## src/design/rv_defs.svh

```systemverilog
`ifndef RV_DEFS_SVH
`define RV_DEFS_SVH

// data and pc width
`define RV_XLEN 32

// instruction memory word address width, 64 words
`define RV_IMEM_AW 6

// instruction queue entries
`define RV_IQ_DEPTH 4

`endif
```

## src/design/instr_mem.sv

```systemverilog
`include "rv_defs.svh"

module instr_mem (
    input  logic                   clk,
    input  logic                   wr_en_i,
    input  logic [`RV_IMEM_AW-1:0] wr_addr_i,
    input  logic [`RV_XLEN-1:0]    wr_data_i,
    input  logic                   rd_en_i,
    input  logic [`RV_IMEM_AW-1:0] rd_addr_i,
    output logic [`RV_XLEN-1:0]    rd_data_o
);

    localparam int WORDS = 2 ** `RV_IMEM_AW;

    logic [`RV_XLEN-1:0] mem [WORDS];

    // program load port
    always_ff @(posedge clk) begin
        if (wr_en_i) begin
            mem[wr_addr_i] <= wr_data_i;
        end
    end

    // registered read, data one cycle after rd_en_i
    always_ff @(posedge clk) begin
        if (rd_en_i) begin
            rd_data_o <= mem[rd_addr_i];
        end
    end

endmodule

```

## config.mk

```make
export PLATFORM = sky130hd
export DESIGN_NAME = instr_mem
export DESIGN_NICKNAME = d
export VERILOG_FILES = /design/src/design/instr_mem.sv
export VERILOG_INCLUDE_DIRS = /design/src /design/src/design
export SDC_FILE = /design/constraint.sdc
export NUM_CORES = 2
export LEC_CHECK = 0
export ABC_AREA = 1
export BUFFER_PORTS_ARGS = -buffer_cell sky130_fd_sc_hd__clkbuf_2
export CAP_MARGIN = 20
export CORE_MARGIN = 2
export CORE_UTILIZATION = 45
export DETAILED_ROUTE_END_ITERATION = 8
export HOLD_SLACK_MARGIN = 0.15
export PLACE_DENSITY = 0.72
export SLEW_MARGIN = 30
export SYNTH_ARGS = -nofsm -noshare
export SYNTH_HDL_FRONTEND = slang
export SYNTH_SLANG_ARGS = --single-unit
```

## constraint.sdc

```tcl
create_clock -name clk -period 12.9 [get_ports clk]
set_input_delay 0.645 -clock clk [delete_from_list [all_inputs] [get_ports clk]]
set_output_delay 0.645 -clock clk [all_outputs]
set_load 0.02 [all_outputs]
```

==> out/results.txt <==
The final standard cell utilization of the core was 0.5051. The fraction of synthesized area in multiplexers works out to 0. In this run the critical register-to-register path is launched from mem[16][8].

The time the worst path needs with I/O delays and setup is 4.452 ns. The residual overflow from global routing was 0; the remaining routing DRC violations was 0. The first global-routing pass estimated 339.3 mm of wire. Across the whole layout, storage elements account for 62460 sq um.

The finished cells cover 92570 sq um. The worst register-to-register path has a depth of 8. In this run, post-CTS hold repair placed 0 buffers. The normalized max-slew margin was 0.2795; the die width was 433.6 microns.

Post-route fraction of the period consumed by the critical path: 0.3451. The run finished with clean final reports. For the number of buffers between clock root and the deepest sink, the log shows 3. The sequential element share of the synthesized area was 0.7520. The worst hold path was traced through 4 stages.

The number of port buffers is 78. For the placed wire-length estimate after detailed placement, the log shows 118.5 mm. The sort of element at the start of the critical path is a primary input. The complex-gate fraction of the synthesized area was 0. In this run the cell area measured after placement is 86000 sq um. The via count of the first global-routing pass was 51920.

The clock sink total came out at 2080. Entering global routing, the biggest net connects 188 pins. Derived from the worst setup path, the maximum achievable clock frequency is 224.6 MHz. TritonCTS built the clock tree. The power density over the cells is 153.7 nW/um^2, and the minimum setup slack after placement is 7.745 ns. The number of vias per cell was 5.842. The number of setup buffers added after CTS is 0. The sum of internal, switching and leakage power is 0.01422 W, and the cell area after synthesis is 83060 sq um. The post-synthesis share of cell area spent on and, or, nand and nor gates came out at 0.2203. The count of pins over their slew limit came out at 0. Counting the fill cells in the layout gives 14930. The logs give 0 for the hold violation total from the final report and 0.8326 for the global placement routability congestion. Setup violations remaining at the end of the flow were counted as 0. TritonCTS created 197 clock buffers. The H-tree level count was 4; the number of placement rows was 157. The floorplan step set the die height to 433.6 microns. For the number of design-rule violations left by the first detailed-router iteration, the log shows 8503. For this block, the via count after detailed routing is 54780. The synthesized area divided by synthesized cell count is 12.27 sq um. The setup path with the least slack is of type primary input to flip-flop. The synthesized netlist net count is 6816.

Area growth from synthesis to layout: 11.45%. The run gives 7 as the iteration count of the initial detailed-routing pass. The logs give 0 for the number of nets still failing antenna checks after routing and 79 for the boundary pin count. The tools report the critical path data required time as 13.61 ns. The worst-margin pin slew is 1.079 ns. Summed over all layers, the routed wires come to 233.3 mm. The tools report the endpoint type of the worst setup path as a flip-flop. Post-route clock skew: 0.03364 ns. After clock tree synthesis, the repair step resized 0 gates. Number of max-cap violations: 0. Synthesis handed over a netlist of 6769 instances. Along the worst path, the maximum fanout reaches 91.

The tools report the number of antenna violations at the first check in global routing as 10. After clock tree synthesis, the clock-pin slew on the worst setup and hold paths is 0.06 ns. Across all register-to-register paths, the minimum setup slack is 10.74 ns. The endpoint identified for the worst register-to-register timing path is rd_data_o[8]. The clock latency of the later-clocked register in the worst-skew pair was 0.87 ns. The tree is rooted in a clkbuf_16. VDD sags by at most 144.0 uV. The xor/xnor share of the synthesized area works out to 0. After the last flow step, the layout net total stands at 6785. The final routed wire length divided by cell count works out to 24.88 microns. The count of state elements after synthesis is 2080. The Yosys step of the flow raised 0 warnings. After layout, the worst setup slack is 8.448 ns. The worst hold path begins at rd_addr_i[4].

For the final setup TNS, the log shows 0 ns. STA puts the critical path data arrival time at 5.16 ns. The placeable core region was 183300 sq um. The overall track demand over capacity in global routing is 0.2454. The initial cell density of the core is 0.4532.

In this run the static leakage power is 32.22 nW. The path with the worst hold slack has its endpoint at rd_data_o[4]. The fraction of layout cells with a size suffix above 1 is 0.08211. Counting distinct cell types in the post-synthesis netlist gives 15.

The die covers 188000 sq um. The path category of the worst min-delay check was primary input to flip-flop. Summing all multi-input logic gate instances after layout gives 18770 sq um.

Setup repair after global routing left no endpoint under its margin. The combinational family with the most area after synthesis was simple AND/OR/NAND/NOR gates. The area share of fa/ha/maj cells after synthesis works out to 0.
[through the flow]
stage,std cells,hold slack (ns)
floorplan,6769,0.7439
global placement,9000,0.8582
detailed placement,9001,0.8708
CTS,9367,0.2910
global route,9373,0.3643
finish,9377,0.3463
[registers in the layout, indices dropped and copies added (netlist names)]
signal     count
mem         2048
rd_data_o     32
[report_power, final]
group	total (W)	internal, W	switching, W
Clock	0.00585	0.00333	0.00251
Sequential	0.00753	0.00750	0.0000289
Combinational	0.000853	0.000191	0.000662
Total	0.0142	0.0110	0.00320
[kinds of logic after synthesis]
kind of cell           Yosys count
buffers and inverters          461
flip-flops                    2080
AND/OR/NAND/NOR               4228
[routing by layer]
layer | GRT usage | share of wire | vias up
li1 | - | - | 24110
met1 | 0.3252 | 0.37 | 26730
met2 | 0.3893 | 0.46 | 3383
met3 | 0.04095 | 0.10 | 554
met4 | 0.1303 | 0.060 | 2
met5 | 0 | 0.000021 | -
[worst max path at each step]
stage / startpoint / cells past startpoint / to / slack [ns]
6_report: rd_addr_i[0] / 13 / rd_data_o[0] / 8.45
5_1_grt: rd_addr_i[0] / 13 / rd_data_o[8] / 8.24
4_1_cts: rd_addr_i[0] / 13 / rd_data_o[2] / 8.64
3_5_place_dp: rd_addr_i[0] / 13 / rd_data_o[2] / 7.75
3_3_place_gp: rd_addr_i[0] / 13 / rd_data_o[21] / 7.79
2_1_floorplan: wr_en_i / 3 / mem[48][0] / 8.13
[cells in the final DEF, fill, tap and decap left out]
cell        Yosys  final
buf_12          0     10
bufinv_16       0     24
inv_16          0      5
nor2_4          0     56
clkbuf_16       0    200
clkbuf_2        0     73
nand2_1      2248   2248
inv_8           0      3
clkinv_8        0      2
clkbuf_1       77     41
inv_6           0      8
buf_16          0      2
diode_2         0      8
clkinv_1        0     47
clkinv_2        0     34
nand3_1      1907   1907
inv_2           2      2
buf_6           3      1
nand4_1         9      9
inv_1           9      6
buf_4          45    130
nor4_2          0      8
buf_8           2      3
edfxtp_1     2080   2080
clkinv_16       0      2
clkinvlp_4      0      4
[area by class of cell]
| cell class | instances | share of cell area |
|---|---|---|
| clock buffer | 241 | 0.05573 |
| inverter | 12 | 0.0008786 |
| multi-input combinational | 4228 | 0.2028 |
| clock inverter | 125 | 0.01450 |
| sequential | 2080 | 0.6747 |
| antenna | 8 | 0.0002163 |
| tap | 2464 | 0.03330 |
| timing repair buffer | 219 | 0.01786 |
[critical path, stage by stage]
cell and delay [ns]:
buf_8 0.41, buf_4 0.63, buf_4 0.75, buf_4 0.75, buf_4 0.81, nand2_1 0.10
nand3_1 0.12, nand3_1 0.11, nand3_1 0.22, nand3_1 0.11, nand2_1 0.11, nand2_1 0.06
nand2_1 0.09
[cells in the mapped netlist, drive strengths merged]
cell type | n | area share
edfxtp | 2080 | 0.75
buf | 372 | 0.024
nand4 | 9 | 0.00068
nand2 | 2248 | 0.10
nor2 | 56 | 0.0025
clkbuf | 77 | 0.0035
nor4 | 8 | 0.00060
nand3 | 1907 | 0.11
inv | 12 | 0.00057
No activity file was read; power rests on OpenSTA's default activity.
