--- config.mk ---
export PLATFORM = sky130hd
export DESIGN_NAME = fetch_unit_flat
export DESIGN_NICKNAME = d
export VERILOG_FILES = /design/src/design/rv_pkg.sv /design/src/design/iq_if.sv /design/src/design/fetch_unit.sv /design/src/flat_wrapper.sv
export VERILOG_INCLUDE_DIRS = /design/src /design/src/design
export SDC_FILE = /design/constraint.sdc
export NUM_CORES = 1
export LEC_CHECK = 0
export CORE_UTILIZATION = 40
export CTS_CLUSTER_SIZE = 28
export DETAILED_ROUTE_END_ITERATION = 7
export DONT_BUFFER_PORTS = 1
export SYNTH_ARGS = -nofsm -noshare
export SYNTH_HDL_FRONTEND = slang
export SYNTH_SLANG_ARGS = --single-unit
--- constraint.sdc ---
create_clock -name clk -period 3.7 [get_ports clk]
set_input_delay 0.185 -clock clk [delete_from_list [all_inputs] [get_ports clk]]
set_output_delay 0.185 -clock clk [all_outputs]
set_load 0.01 [all_outputs]
--- src/design/rv_defs.svh ---
`ifndef RV_DEFS_SVH
`define RV_DEFS_SVH

// data and pc width
`define RV_XLEN 32

// instruction memory word address width, 64 words
`define RV_IMEM_AW 6

// instruction queue entries
`define RV_IQ_DEPTH 4

`endif
--- src/design/rv_pkg.sv ---
`include "rv_defs.svh"

package rv_pkg;

    typedef enum logic [6:0] {
        OP     = 7'b0110011,
        OP_IMM = 7'b0010011,
        LUI    = 7'b0110111,
        BRANCH = 7'b1100011,
        JAL    = 7'b1101111,
        SYSTEM = 7'b1110011
    } opcode_e;

    // funct3 for OP and OP_IMM
    typedef enum logic [2:0] {
        F3_ADD = 3'b000,
        F3_XOR = 3'b100,
        F3_OR  = 3'b110,
        F3_AND = 3'b111
    } funct3_alu_e;

    // funct3 for BRANCH
    typedef enum logic [2:0] {
        F3_BEQ = 3'b000,
        F3_BNE = 3'b001
    } funct3_br_e;

    typedef struct packed {
        logic [6:0] funct7;
        logic [4:0] rs2;
        logic [4:0] rs1;
        logic [2:0] funct3;
        logic [4:0] rd;
        opcode_e    opcode;
    } r_fmt_t;

    typedef struct packed {
        logic [11:0] imm;
        logic [4:0]  rs1;
        logic [2:0]  funct3;
        logic [4:0]  rd;
        opcode_e     opcode;
    } i_fmt_t;

    typedef struct packed {
        logic       imm12;
        logic [5:0] imm10_5;
        logic [4:0] rs2;
        logic [4:0] rs1;
        logic [2:0] funct3;
        logic [3:0] imm4_1;
        logic       imm11;
        opcode_e    opcode;
    } b_fmt_t;

    typedef struct packed {
        logic [19:0] imm31_12;
        logic [4:0]  rd;
        opcode_e     opcode;
    } u_fmt_t;

    typedef struct packed {
        logic       imm20;
        logic [9:0] imm10_1;
        logic       imm11;
        logic [7:0] imm19_12;
        logic [4:0] rd;
        opcode_e    opcode;
    } j_fmt_t;

    // one instruction word, seen through each encoding
    typedef union packed {
        r_fmt_t r_fmt;
        i_fmt_t i_fmt;
        b_fmt_t b_fmt;
        u_fmt_t u_fmt;
        j_fmt_t j_fmt;
    } inst_t;

    // rd and wdata read as zero when we is low
    typedef struct packed {
        logic [`RV_XLEN-1:0] pc;
        logic [4:0]          rd;
        logic [`RV_XLEN-1:0] wdata;
        logic                we;
    } retire_t;

endpackage

--- src/design/iq_if.sv ---
`include "rv_defs.svh"

// fetch side of the instruction queue
interface iq_push_if import rv_pkg::*; ();
    logic                push;
    logic [`RV_XLEN-1:0] pc;
    inst_t               inst;
    logic                almost_full;

    modport producer (output push, output pc, output inst, input almost_full);
    modport buffer (input push, input pc, input inst, output almost_full);
endinterface


--- src/design/fetch_unit.sv ---
`include "rv_defs.svh"

module fetch_unit (
    input  logic                   clk,
    input  logic                   rst_i,
    input  logic                   run_i,
    input  logic                   redirect_i,
    input  logic [`RV_XLEN-1:0]    redirect_pc_i,
    output logic                   mem_rd_en_o,
    output logic [`RV_IMEM_AW-1:0] mem_rd_addr_o,
    input  logic [`RV_XLEN-1:0]    mem_rd_data_i,
    iq_push_if.producer            push_if
);

    logic [`RV_XLEN-1:0] fetch_pc;
    logic                inflight;
    logic [`RV_XLEN-1:0] inflight_pc;

    // no new read while the queue is nearly full or the flow changes
    assign mem_rd_en_o   = run_i && !push_if.almost_full && !redirect_i;
    assign mem_rd_addr_o = fetch_pc[`RV_IMEM_AW+1:2];

    // returned word goes straight into the queue, dropped on redirect
    assign push_if.push = inflight && !redirect_i;
    assign push_if.pc   = inflight_pc;
    assign push_if.inst = mem_rd_data_i;

    always_ff @(posedge clk) begin
        if (rst_i) begin
            fetch_pc <= '0;
            inflight <= 1'b0;
        end else if (redirect_i) begin
            fetch_pc <= redirect_pc_i;
            inflight <= 1'b0;
        end else if (mem_rd_en_o) begin
            fetch_pc <= fetch_pc + `RV_XLEN'(4);
            inflight <= 1'b1;
        end else begin
            inflight <= 1'b0;
        end
    end

    // pc of the pending read
    always_ff @(posedge clk) begin
        if (mem_rd_en_o) begin
            inflight_pc <= fetch_pc;
        end
    end

endmodule

--- src/flat_wrapper.sv ---
// flat-port wrapper written by rule: the top's interface ports become plain ports
module fetch_unit_flat 
  (clk, rst_i, run_i, redirect_i, redirect_pc_i, mem_rd_en_o, mem_rd_addr_o, mem_rd_data_i, push_if_push, push_if_pc, push_if_inst, push_if_almost_full);
  iq_push_if push_if_i ();
  input  logic clk;
  input  logic rst_i;
  input  logic run_i;
  input  logic redirect_i;
  input  logic [`RV_XLEN-1:0] redirect_pc_i;
  output logic mem_rd_en_o;
  output logic [`RV_IMEM_AW-1:0] mem_rd_addr_o;
  input  logic [`RV_XLEN-1:0] mem_rd_data_i;
  output wire logic [$bits(push_if_i.push)-1:0] push_if_push;
  output wire logic [$bits(push_if_i.pc)-1:0] push_if_pc;
  output wire logic [$bits(push_if_i.inst)-1:0] push_if_inst;
  input wire logic [$bits(push_if_i.almost_full)-1:0] push_if_almost_full;
  assign push_if_push = push_if_i.push;
  assign push_if_pc = push_if_i.pc;
  assign push_if_inst = push_if_i.inst;
  assign push_if_i.almost_full = push_if_almost_full;
  fetch_unit u_core (.clk(clk), .rst_i(rst_i), .run_i(run_i), .redirect_i(redirect_i), .redirect_pc_i(redirect_pc_i), .mem_rd_en_o(mem_rd_en_o), .mem_rd_addr_o(mem_rd_addr_o), .mem_rd_data_i(mem_rd_data_i), .push_if(push_if_i));
endmodule
==> reports/results.tsv <==
stage	metric	value	unit
sta	Tcrit/Tclk final	70.4	%
power_and_ir_drop	total power per unit cell area	453	nW/um^2
worst_hold_path	hold endpoint	u_core.fetch_pc[0]$_SDFFE_PP0P_	
cts	hold buffers post-CTS	6	
logic_synthesis	top post-synthesis cells by area	edfxtp_1 (29%), dfxtp_1 (20%), buf_4 (8.8%)	
worst_hold_path	WHS Path Cells	2	
cts	CTS sink count	65	
logic_synthesis	Post-synth top flop	dfxtp_1	
sta	unrepaired setup endpoints after global routing	no	
setup_path	kind of end point of the critical path	register	
power_and_ir_drop	Pint	1.16	mW
logic_synthesis	mapped cell area	3320	um^2
setup_path	Crit Path Max Fanout	12	
detailed_routing	via count	2298	
finish	utilization of the core after routing	42.6	%
logic_synthesis	register bit total from synthesis	65	
sta	Max transition margin	29.6	%
logic_synthesis	Syn Area/Cell	10.4	um^2
sta	# setup viols final	0	
cts	H-tree depth	3	
cts	clk slew on worst S/H paths	70	ps
logic_synthesis	Async S/R FF share, synth	0	%
logic_synthesis	post-synthesis sequential area ratio	48.9	%
detailed_routing	# DRC	0	
power_and_ir_drop	Peak VDD IR	0.165	mV
cts	CTS root buf	clkbuf_8	
floorplan	die area	8660	um^2
grt	Total GRT Usage	18.0	%
worst_hold_path	Hold Crit Start	redirect_pc_i[0]	
finish	net count reported at finish	353	
setup_path	FF-to-FF End	u_core.fetch_pc[15]$_SDFFE_PP0N_	
logic_synthesis	synth warn	0	
cts	clock tree buffer depth	2	
logic_synthesis	Synth top cells by count	buf_4 (39), dfxtp_1 (33), edfxtp_1 (32)	
logic_synthesis	Post-synth EDFFs	32	
logic_synthesis	top-count cell post-synth	buf_4	
floorplan	Rows	32	
sta	setup_tns	0	ps
setup_path	FF-to-FF Start	u_core.fetch_pc[5]$_SDFFE_PP0N_	
cts	post-CTS setup buffers	0	
sta	WHS	0.484	ps
power_and_ir_drop	Clk pwr share	38.6	%
grt	vias in the first global route	2203	
sta	Final min period	2610	ps
logic_synthesis	syn_nets	388	
detailed_routing	Routed Antenna Nets	0	
setup_path	startpoint types	register	
logic_synthesis	unique cell type count in the Yosys netlist	58	
logic_synthesis	leading area contributor after synthesis	edfxtp_1	
detailed_routing	final WL	7.77	mm
detailed_routing	post-DR wirelength/cell	20.0	um
sta	Layout Skew	10.3	ps
finish	Syn-to-layout area delta	1.32	%
power_and_ir_drop	total power	1.52	mW
grt	largest net degree at the start of global routing	34	
power_and_ir_drop	Pleak	1.12	nW
setup_path	WS Path Type	reg -> reg	
floorplan	initial core utilization	42.1	%
sta	Final Max Tran Viols	0	
power_and_ir_drop	Sw Ratio	23.9	%
power_and_ir_drop	Net Switching	364	uW
cts	worst-skew pair later-pin latency	350	ps
grt	initial antenna violation count	0	
floorplan	chip height	93.1	um
sta	worst slew pin tran	1050	ps
placement	HPWL Detailed	5.09	mm
logic_synthesis	post-synth top area share	29.0	%
detailed_routing	Via density	5.91	
finish	layout cells sized above 1	11.5	%
logic_synthesis	synthesized instance count	318	
finish	antenna cells	0	
floorplan	I/O Pins	141	
setup_path	Worst R2R Setup Slack	1090	ps
sta	Final Hold Vio Count	0	
cts	quantity of gates resized following cts	0	
worst_hold_path	Hold Crit Class	in -> reg	
placement	PortBufs	0	
power_and_ir_drop	sequential fraction of design power	55.3	%
floorplan	core area	7890	um^2
setup_path	endpoint required time on the critical path	3980	ps
floorplan	Die Wd	93.1	um
run_status	status	completed	
placement	post-place instance area	3110	um^2
detailed_routing	DR iter-0 viols	94	
grt	global-route wire length before repair	11.8	mm
setup_path	reg2reg path depth	5	
sta	Max Clk Rate	384	MHz
job	max-cap violations	0	
cts	CTS tree	done	
grt	Remaining Overflow, GRT	0	
power_and_ir_drop	combinational power share	6.1	%
placement	GP Congestion	0.758	
cts	Num CTS Buffers	9	
finish	Final Instance Area	3360	um^2
detailed_routing	Pre-antenna DRT Iters	4	
setup_path	CP arrival	2890	ps
## how the worst max path moves through the flow
stage,from,endpoint,slack (ps),cells after the start
floorplan,redirect_i,u_core.push_if.pc[0]$_DFFE_PP_,1150,3
global placement,u_core.fetch_pc[5]$_SDFFE_PP0N_,u_core.fetch_pc[31]$_SDFFE_PP0N_,1510,4
detailed placement,u_core.fetch_pc[5]$_SDFFE_PP0N_,u_core.fetch_pc[31]$_SDFFE_PP0N_,1420,4
CTS,u_core.fetch_pc[5]$_SDFFE_PP0N_,u_core.fetch_pc[15]$_SDFFE_PP0N_,1130,5
global route,u_core.fetch_pc[5]$_SDFFE_PP0N_,u_core.fetch_pc[15]$_SDFFE_PP0N_,930,5
finish,u_core.fetch_pc[5]$_SDFFE_PP0N_,u_core.fetch_pc[15]$_SDFFE_PP0N_,1090,5
## cells in the final DEF (no fill, tap or decap), types with 3 or more instances in the layout
cell type,netlist,final
and2_1,7,7
nand3_1,8,8
a311oi_1,6,6
nand2b_1,4,4
nor2b_1,5,5
a2111oi_2,4,4
inv_1,11,11
xnor2_1,7,7
nand2_1,16,16
dfxtp_1,33,33
a31oi_1,7,7
a211oi_1,13,13
nor4_1,5,5
edfxtp_1,32,32
and3_1,7,7
and4_1,7,7
dlygate4sd3_1,0,5
o221ai_1,5,5
xor2_1,3,3
nor2_1,28,27
clkbuf_8,0,10
nand4_1,12,12
o211ai_1,3,3
## metrics by stage
step	setup slack, ps	cells
2_1_floorplan	1150	318
3_3_place_gp	1510	368
3_5_place_dp	1420	368
4_1_cts	1130	389
5_1_grt	927	389
6_report	1090	389
## cell type report
| cell class | instances | area, um^2 |
|---|---|---|
| repair buffers | 7 | 77.6 |
| fillers | 752 | 4530 |
| clock buffers | 11 | 141 |
| flip-flops and latches | 65 | 1620 |
| multi-input cells | 189 | 1310 |
| clock inverters | 4 | 43.8 |
| inverters | 11 | 41.3 |
| well taps | 102 | 128 |
## power groups by stage
| stage | clock [mW] | sequential, mW | combinational [mW] |
|---|---|---|---|
| after floorplan | 0 | 0.841 | 0.119 |
| after global placement | 0 | 0.856 | 0.0787 |
| after detailed placement | 0 | 0.857 | 0.0801 |
| after CTS | 0.598 | 0.841 | 0.0949 |
| after global routing | 0.622 | 0.847 | 0.104 |
| final | 0.587 | 0.841 | 0.0936 |
## sequential cells by signal, summed over array words and instances, names as in the netlist
signal and count:
u_core.fetch_pc 32, u_core.push_if.pc 32, u_core.inflight 1
## critical path: stages, from the launching register on
cell           delay [ps]
dfxtp_1               520
nand4_2               350
nor3_2                600
a311oi_1              200
a2111oi_2             290
dlygate4sd3_1         580
## metal layers
layer	GRT usage [%]	routed length, um
met1	21.5	3390
met2	29.9	3710
met3	3.41	419
met4	11.3	253
met5	0	0
## cells by family after synthesis
family / after synthesis / synth area share [%]
and+or+nand+nor: 119 / 21.0
AOI/OAI and AO/OA: 57 / 14.6
muxes: 2 / 0.603
xor gates and xnor gates: 10 / 2.64
adders and majority gates: 1 / 0.377
buffers and inverters: 64 / 11.9
DFF: 65 / 48.9
No activity file was read; power rests on OpenSTA's default activity.
