<file path="src/design/rv_defs.svh">
`ifndef RV_DEFS_SVH
`define RV_DEFS_SVH

// data and pc width
`define RV_XLEN 32

// instruction memory word address width, 64 words
`define RV_IMEM_AW 6

// instruction queue entries
`define RV_IQ_DEPTH 4

`endif
</file>
<file path="src/design/rv_pkg.sv">
`include "rv_defs.svh"

package rv_pkg;

    typedef enum logic [6:0] {
        OP     = 7'b0110011,
        OP_IMM = 7'b0010011,
        LUI    = 7'b0110111,
        BRANCH = 7'b1100011,
        JAL    = 7'b1101111,
        SYSTEM = 7'b1110011
    } opcode_e;

    // funct3 for OP and OP_IMM
    typedef enum logic [2:0] {
        F3_ADD = 3'b000,
        F3_XOR = 3'b100,
        F3_OR  = 3'b110,
        F3_AND = 3'b111
    } funct3_alu_e;

    // funct3 for BRANCH
    typedef enum logic [2:0] {
        F3_BEQ = 3'b000,
        F3_BNE = 3'b001
    } funct3_br_e;

    typedef struct packed {
        logic [6:0] funct7;
        logic [4:0] rs2;
        logic [4:0] rs1;
        logic [2:0] funct3;
        logic [4:0] rd;
        opcode_e    opcode;
    } r_fmt_t;

    typedef struct packed {
        logic [11:0] imm;
        logic [4:0]  rs1;
        logic [2:0]  funct3;
        logic [4:0]  rd;
        opcode_e     opcode;
    } i_fmt_t;

    typedef struct packed {
        logic       imm12;
        logic [5:0] imm10_5;
        logic [4:0] rs2;
        logic [4:0] rs1;
        logic [2:0] funct3;
        logic [3:0] imm4_1;
        logic       imm11;
        opcode_e    opcode;
    } b_fmt_t;

    typedef struct packed {
        logic [19:0] imm31_12;
        logic [4:0]  rd;
        opcode_e     opcode;
    } u_fmt_t;

    typedef struct packed {
        logic       imm20;
        logic [9:0] imm10_1;
        logic       imm11;
        logic [7:0] imm19_12;
        logic [4:0] rd;
        opcode_e    opcode;
    } j_fmt_t;

    // one instruction word, seen through each encoding
    typedef union packed {
        r_fmt_t r_fmt;
        i_fmt_t i_fmt;
        b_fmt_t b_fmt;
        u_fmt_t u_fmt;
        j_fmt_t j_fmt;
    } inst_t;

    // rd and wdata read as zero when we is low
    typedef struct packed {
        logic [`RV_XLEN-1:0] pc;
        logic [4:0]          rd;
        logic [`RV_XLEN-1:0] wdata;
        logic                we;
    } retire_t;

endpackage

</file>
<file path="src/design/iq_if.sv">
`include "rv_defs.svh"

// fetch side of the instruction queue
interface iq_push_if import rv_pkg::*; ();
    logic                push;
    logic [`RV_XLEN-1:0] pc;
    inst_t               inst;
    logic                almost_full;

    modport producer (output push, output pc, output inst, input almost_full);
    modport buffer (input push, input pc, input inst, output almost_full);
endinterface

// execution side of the instruction queue
interface iq_pop_if import rv_pkg::*; ();
    logic                valid;
    logic [`RV_XLEN-1:0] pc;
    inst_t               inst;
    logic                pop;

    modport buffer (output valid, output pc, output inst, input pop);
    modport consumer (input valid, input pc, input inst, output pop);
endinterface

</file>
<file path="src/design/inst_queue.sv">
`include "rv_defs.svh"

module inst_queue import rv_pkg::*; (
    input  logic      clk,
    input  logic      rst_i,
    input  logic      flush_i,
    iq_push_if.buffer push_if,
    iq_pop_if.buffer  pop_if
);

    localparam int DEPTH = `RV_IQ_DEPTH;
    localparam int PTR_W = $clog2(DEPTH);
    localparam int CNT_W = $clog2(DEPTH + 1);

    logic [`RV_XLEN-1:0] pc_q   [DEPTH];
    inst_t               inst_q [DEPTH];

    logic [PTR_W-1:0] wr_ptr;
    logic [PTR_W-1:0] rd_ptr;
    logic [CNT_W-1:0] count;
    logic             do_push;
    logic             do_pop;

    function automatic logic [PTR_W-1:0] next_ptr(input logic [PTR_W-1:0] p);
        return (p == PTR_W'(DEPTH - 1)) ? '0 : p + 1'b1;
    endfunction

    // flush wins over a push in the same cycle
    assign do_push = push_if.push && !flush_i;
    assign do_pop  = pop_if.pop && !flush_i;

    assign push_if.almost_full = (count >= CNT_W'(DEPTH - 1));
    assign pop_if.valid        = (count != '0);
    assign pop_if.pc           = pc_q[rd_ptr];
    assign pop_if.inst         = inst_q[rd_ptr];

    always_ff @(posedge clk) begin
        if (rst_i || flush_i) begin
            wr_ptr <= '0;
            rd_ptr <= '0;
            count  <= '0;
        end else begin
            if (do_push) begin
                wr_ptr <= next_ptr(wr_ptr);
            end
            if (do_pop) begin
                rd_ptr <= next_ptr(rd_ptr);
            end
            case ({do_push, do_pop})
                2'b10:   count <= count + 1'b1;
                2'b01:   count <= count - 1'b1;
                default: count <= count;
            endcase
        end
    end

    always_ff @(posedge clk) begin
        if (do_push) begin
            pc_q[wr_ptr]   <= push_if.pc;
            inst_q[wr_ptr] <= push_if.inst;
        end
    end

    // fetch must respect almost_full across its one pending read
    a_no_overflow: assert property (@(posedge clk) disable iff (rst_i)
        do_push |-> (count != CNT_W'(DEPTH)))
        else $error("instruction queue push while full");

    a_no_underflow: assert property (@(posedge clk) disable iff (rst_i)
        do_pop |-> (count != '0))
        else $error("instruction queue pop while empty");

endmodule

</file>
<file path="src/flat_wrapper.sv">
// flat-port wrapper written by rule: the top's interface ports become plain ports
module inst_queue_flat import rv_pkg::*;
  (clk, rst_i, flush_i, push_if_push, push_if_pc, push_if_inst, push_if_almost_full, pop_if_valid, pop_if_pc, pop_if_inst, pop_if_pop);
  iq_push_if push_if_i ();
  iq_pop_if pop_if_i ();
  input  logic clk;
  input  logic rst_i;
  input  logic flush_i;
  input wire logic [$bits(push_if_i.push)-1:0] push_if_push;
  input wire logic [$bits(push_if_i.pc)-1:0] push_if_pc;
  input wire logic [$bits(push_if_i.inst)-1:0] push_if_inst;
  output wire logic [$bits(push_if_i.almost_full)-1:0] push_if_almost_full;
  output wire logic [$bits(pop_if_i.valid)-1:0] pop_if_valid;
  output wire logic [$bits(pop_if_i.pc)-1:0] pop_if_pc;
  output wire logic [$bits(pop_if_i.inst)-1:0] pop_if_inst;
  input wire logic [$bits(pop_if_i.pop)-1:0] pop_if_pop;
  assign push_if_i.push = push_if_push;
  assign push_if_i.pc = push_if_pc;
  assign push_if_i.inst = push_if_inst;
  assign push_if_almost_full = push_if_i.almost_full;
  assign pop_if_valid = pop_if_i.valid;
  assign pop_if_pc = pop_if_i.pc;
  assign pop_if_inst = pop_if_i.inst;
  assign pop_if_i.pop = pop_if_pop;
  inst_queue u_core (.clk(clk), .rst_i(rst_i), .flush_i(flush_i), .push_if(push_if_i), .pop_if(pop_if_i));
endmodule
</file>
<file path="config.mk">
export PLATFORM = sky130hd
export DESIGN_NAME = inst_queue_flat
export DESIGN_NICKNAME = d
export VERILOG_FILES = /design/src/design/rv_pkg.sv /design/src/design/iq_if.sv /design/src/design/inst_queue.sv /design/src/flat_wrapper.sv
export VERILOG_INCLUDE_DIRS = /design/src /design/src/design
export SDC_FILE = /design/constraint.sdc
export NUM_CORES = 1
export LEC_CHECK = 0
export BUFFER_PORTS_ARGS = -buffer_cell sky130_fd_sc_hd__buf_2
export CAP_MARGIN = 20
export CORE_ASPECT_RATIO = 0.6
export CORE_MARGIN = 8
export CORE_UTILIZATION = 44
export CTS_CLUSTER_SIZE = 8
export DETAILED_ROUTE_END_ITERATION = 12
export PLACE_DENSITY = 0.7
export SLEW_MARGIN = 0
export SYNTH_ARGS = -nofsm -noshare
export SYNTH_HDL_FRONTEND = slang
export SYNTH_SLANG_ARGS = --single-unit
</file>
<file path="constraint.sdc">
create_clock -name clk -period 7.1 [get_ports clk]
set_clock_uncertainty 0.2 [all_clocks]
set_input_delay 1.775 -clock clk [delete_from_list [all_inputs] [get_ports clk]]
set_output_delay 1.775 -clock clk [all_outputs]
set_load 0.01 [all_outputs]
</file>
==> impl_summary.txt <==
----------------------------------------------------
[Setup path]
  Category of the critical setup timing path ... reg2out
  Worst flop-to-flop path endpoint ... u_core.pc_q[0][28]
  Critical path startpoint category ... flip-flop
  Crit path buffers/inverters ... 2
  Delay-heaviest family, CP ... flip-flops
  Reg-to-reg critical path startpoint ... u_core.wr_ptr[0]
  Arrival time at the worst endpoint ... roughly 2.7 ns
  Crit-path max FO ... 43
  Worst-case register-to-register setup slack ... 5.05 ns
  Slowest stage cell on the critical path ... sky130_fd_sc_hd__dfxtp_4
  Worst Setup End Kind ... output port
  Data required time at the worst endpoint ... 5.12 ns
  List of cells traversed by the critical path ... buf_4 -> mux4_2 -> buf_2
  Maximum single-stage delay on the critical path ... 0.90 ns
  Reg2Reg Depth ... 3

[Yosys]
  Top cells by instance count after synthesis ... sky130_fd_sc_hd__edfxtp_1 (256), sky130_fd_sc_hd__mux4_2 (60), sky130_fd_sc_hd__dfxtp_1 (9), sky130_fd_sc_hd__nor2_1 (9), sky130_fd_sc_hd__inv_1 (8)
  Average footprint of a synthesized cell ... about 25 um^2
  Library cell with the largest summed area after synthesis ... sky130_fd_sc_hd__edfxtp_1
  Gate count of the mapped netlist ... a little under 400
  Cell with the most instances after synthesis ... sky130_fd_sc_hd__edfxtp_1
  Main area contributors after synthesis ... sky130_fd_sc_hd__edfxtp_1 (79%), sky130_fd_sc_hd__mux4_2 (14%), sky130_fd_sc_hd__dfxtp_1 (1.8%)
  Net count after synthesis ... 463
  Unique masters post-synth ... 22
  EDFF count, synth ... 256
  Synth Cell Area ... 9782 um^2
  Share of synthesized area occupied by flip-flops and latches ... 0.8043
  Most common flop cell mapped by yosys ... sky130_fd_sc_hd__edfxtp_1
  Post-synth top area share ... 0.7859
  Synthesis warning total ... 0
  Flip-flop and latch count after synthesis ... 265
  Post-synthesis async set-or-reset flop share ... 0

[Global route]
  Number of global-route vias before repair ... between 5000 and 6000
  Maximum number of pins on one net before global-route repair ... 65
  Total global-route track usage ... 0.1372
  Initial antenna violation count ... 3
  Global-route wire length before repair ... 28920 um
  Total gr overflow ... 0

[Clock tree]
  Maximum level of the CTS H-tree ... 2
  Clock tree sinks ... 265
  Number of buffers on the longest clock path ... 3
  Buffer count from post-CTS setup fixing ... 0
  Clock tree from TritonCTS ... yes
  Clock buffer count from CTS ... 39
  Worst-Skew Late Latency ... 0.50 ns
  Cts-stage hold buffer count ... 0
  Clock transition at the register clock pins on the worst setup and hold paths after CTS ... approximately 0.050 ns
  CTS root buffer ... sky130_fd_sc_hd__clkbuf_16
  Cells resized by post-CTS repair ... 0

[Timing]
  Tmin final ... around 4.7 ns
  Worst relative slew slack ... 0.3156
  Fmax ... 213.0 MHz
  Hold Fails Final Rpt ... 0
  RSZ-0062 raised after global routing ... no
  Number of slew-limit violations in the final report ... 0
  Ratio of final minimum period to clock period ... 0.6613
  Slew at the pin closest to its max-slew limit ... 1.027 ns
  Setup violators final ... 0
  Setup TNS after final layout ... 0 ns

[Floorplanning]
  Die Outline Area ... 27420 um^2
  Initial standard-cell utilization of the core ... 0.4464
  Count of standard-cell rows ... 42
  Total core area ... around 22000 um^2
  # IOs ... between 100 and 150
  Horizontal die dimension ... 208.5 um
  Overall die height ... 131.5 um

[Detailed routing]
  Final WL ... 18680 um
  DRC viols ... 0
  Avg Vias per Cell ... 5.234
  Number of routed nets with antenna violations ... 0
  Wire length per cell after detailed routing ... approximately 22 um
  Drt first-iter violations ... 186
  Via count ... 4444
  DRT Pass-1 Iters ... 4

[Pwr]
  Logic pwr share ... 0.041
  Flop pwr share ... 0.498
  Total internal power ... around 2.8 mW
  Net switching share of the total power ... 0.1950
  Switching power ... approximately 0.69 mW
  Portion of total power attributed to the clock network ... 0.462
  Power density of the placed cells ... 300.9 nW/um^2
  Leakage dissipation ... around 4.0 nW
  Peak supply drop ... between 150 and 200 uV
  Power Total ... 3.536 mW

[Hold path]
  Hold Path Stages ... 2
  Hold EP ... u_core.count[2]
  Hold WC Path Type ... reg2reg
  HP Start ... u_core.count[2]

[Final layout]
  End-of-flow core utilization ... 0.5363
  FF+latch area ... 7875 um^2
  Final net count ... 624
  Synth-to-layout area growth ... 20.13%
  Number of fillers in the final layout ... 1697
  Combined area of the multi-input logic cells ... 1724 um^2
  Layout cell share with drive strength beyond 1 ... 0.4342

[Placed design]
  Hpwl dp ... between 10000 and 15000 um
  IO Port Bufs ... ~130
  GPL Wtd Cong ... roughly 0.7

[Status]
  Outcome ... completed

[Job]
  Number of max-cap violations ... 0

----------------------------------------------------
## tightest hold or removal path, cell delays in order, from the launching register on
cell                      delay, ns
sky130_fd_sc_hd__dfxtp_1       0.32
sky130_fd_sc_hd__o21ai_0       0.08
sky130_fd_sc_hd__a21oi_1       0.08
## cell families after synthesis
logic type,synth area share
AOI/OAI and AO/OA,0.003326
muxes,0.1509
DFF,0.8043
xor gates and xnor gates,0.001791
buffers and inverters,0.02047
adders and majority gates,0.009721
and+or+nand+nor,0.009464
## cell type report
type,instances,area share
Multi-Input combinational cell,99,0.1467
Tap cell,286,0.03045
Sequential cell,265,0.6701
Antenna cell,1,0.0002129
Timing Repair Buffer,135,0.05771
Inverter,8,0.002555
Clock inverter,1,0.0007453
Clock buffer,54,0.09146
## through the flow
stage | hold WS, ns | instances | setup slack, ns | cell area (um^2)
after global routing | 0.3679 | 849 | 2.100 | 11750
final | 0.3346 | 849 | 2.405 | 11750
after CTS | 0.3418 | 848 | 2.232 | 11750
after floorplan | 0.2669 | 387 | 2.941 | 9782
after detailed placement | 0.3307 | 793 | 2.763 | 10670
after global placement | 0.2798 | 793 | 2.779 | 10670
## routing by layer
layer,wire length (um),part of all wire,vias up,global-route usage
met3,1361,0.073,37,0.05199
li1,-,-,1954,-
met2,9071,0.49,128,0.2238
met1,7890,0.42,2321,0.1661
met5,20,0.0011,-,0
met4,331,0.018,4,0.04870
## state kept, by name (all words and copies together), names as in the netlist, named ones only
register	count
u_core.pc_q	128
u_core.count	3
u_core.inst_q	128
u_core.rd_ptr	2
u_core.wr_ptr	2
## power groups by stage
stage / Clock, mW / Sequential, mW / Combinational [mW]
6_report: 1.63 / 1.76 / 0.143
3_3_place_gp: 0 / 1.79 / 0.140
2_1_floorplan: 0 / 1.78 / 0.0855
3_5_place_dp: 0 / 1.79 / 0.146
5_1_grt: 1.74 / 1.76 / 0.156
4_1_cts: 1.68 / 1.76 / 0.147
## worst max-delay path by stage
stage / start / to / slack (ns) / cells after the start
2_1_floorplan: push_if_push / u_core.inst_q[0][0] / 2.94 / 3
3_3_place_gp: flip-flop / pop_if_pc[30] / 2.78 / 3
3_5_place_dp: flip-flop / pop_if_pc[30] / 2.76 / 3
4_1_cts: flip-flop / pop_if_pc[30] / 2.23 / 3
5_1_grt: flip-flop / pop_if_pc[30] / 2.10 / 3
6_report: flip-flop / pop_if_inst[26] / 2.40 / 3
## cell usage in the layout (no fill, tap or decap), types with 4 or more instances in the layout
master	Yosys	layout
sky130_fd_sc_hd__mux4_2	60	60
sky130_fd_sc_hd__clkbuf_1	1	13
sky130_fd_sc_hd__buf_2	6	134
sky130_fd_sc_hd__edfxtp_1	256	256
sky130_fd_sc_hd__nor2_1	9	9
sky130_fd_sc_hd__mux4_1	4	4
sky130_fd_sc_hd__ha_1	6	6
sky130_fd_sc_hd__inv_1	8	8
sky130_fd_sc_hd__a21oi_1	4	4
sky130_fd_sc_hd__and2_4	0	4
sky130_fd_sc_hd__dfxtp_1	9	7
sky130_fd_sc_hd__clkbuf_16	0	41
(Power assumes the default switching activity.)
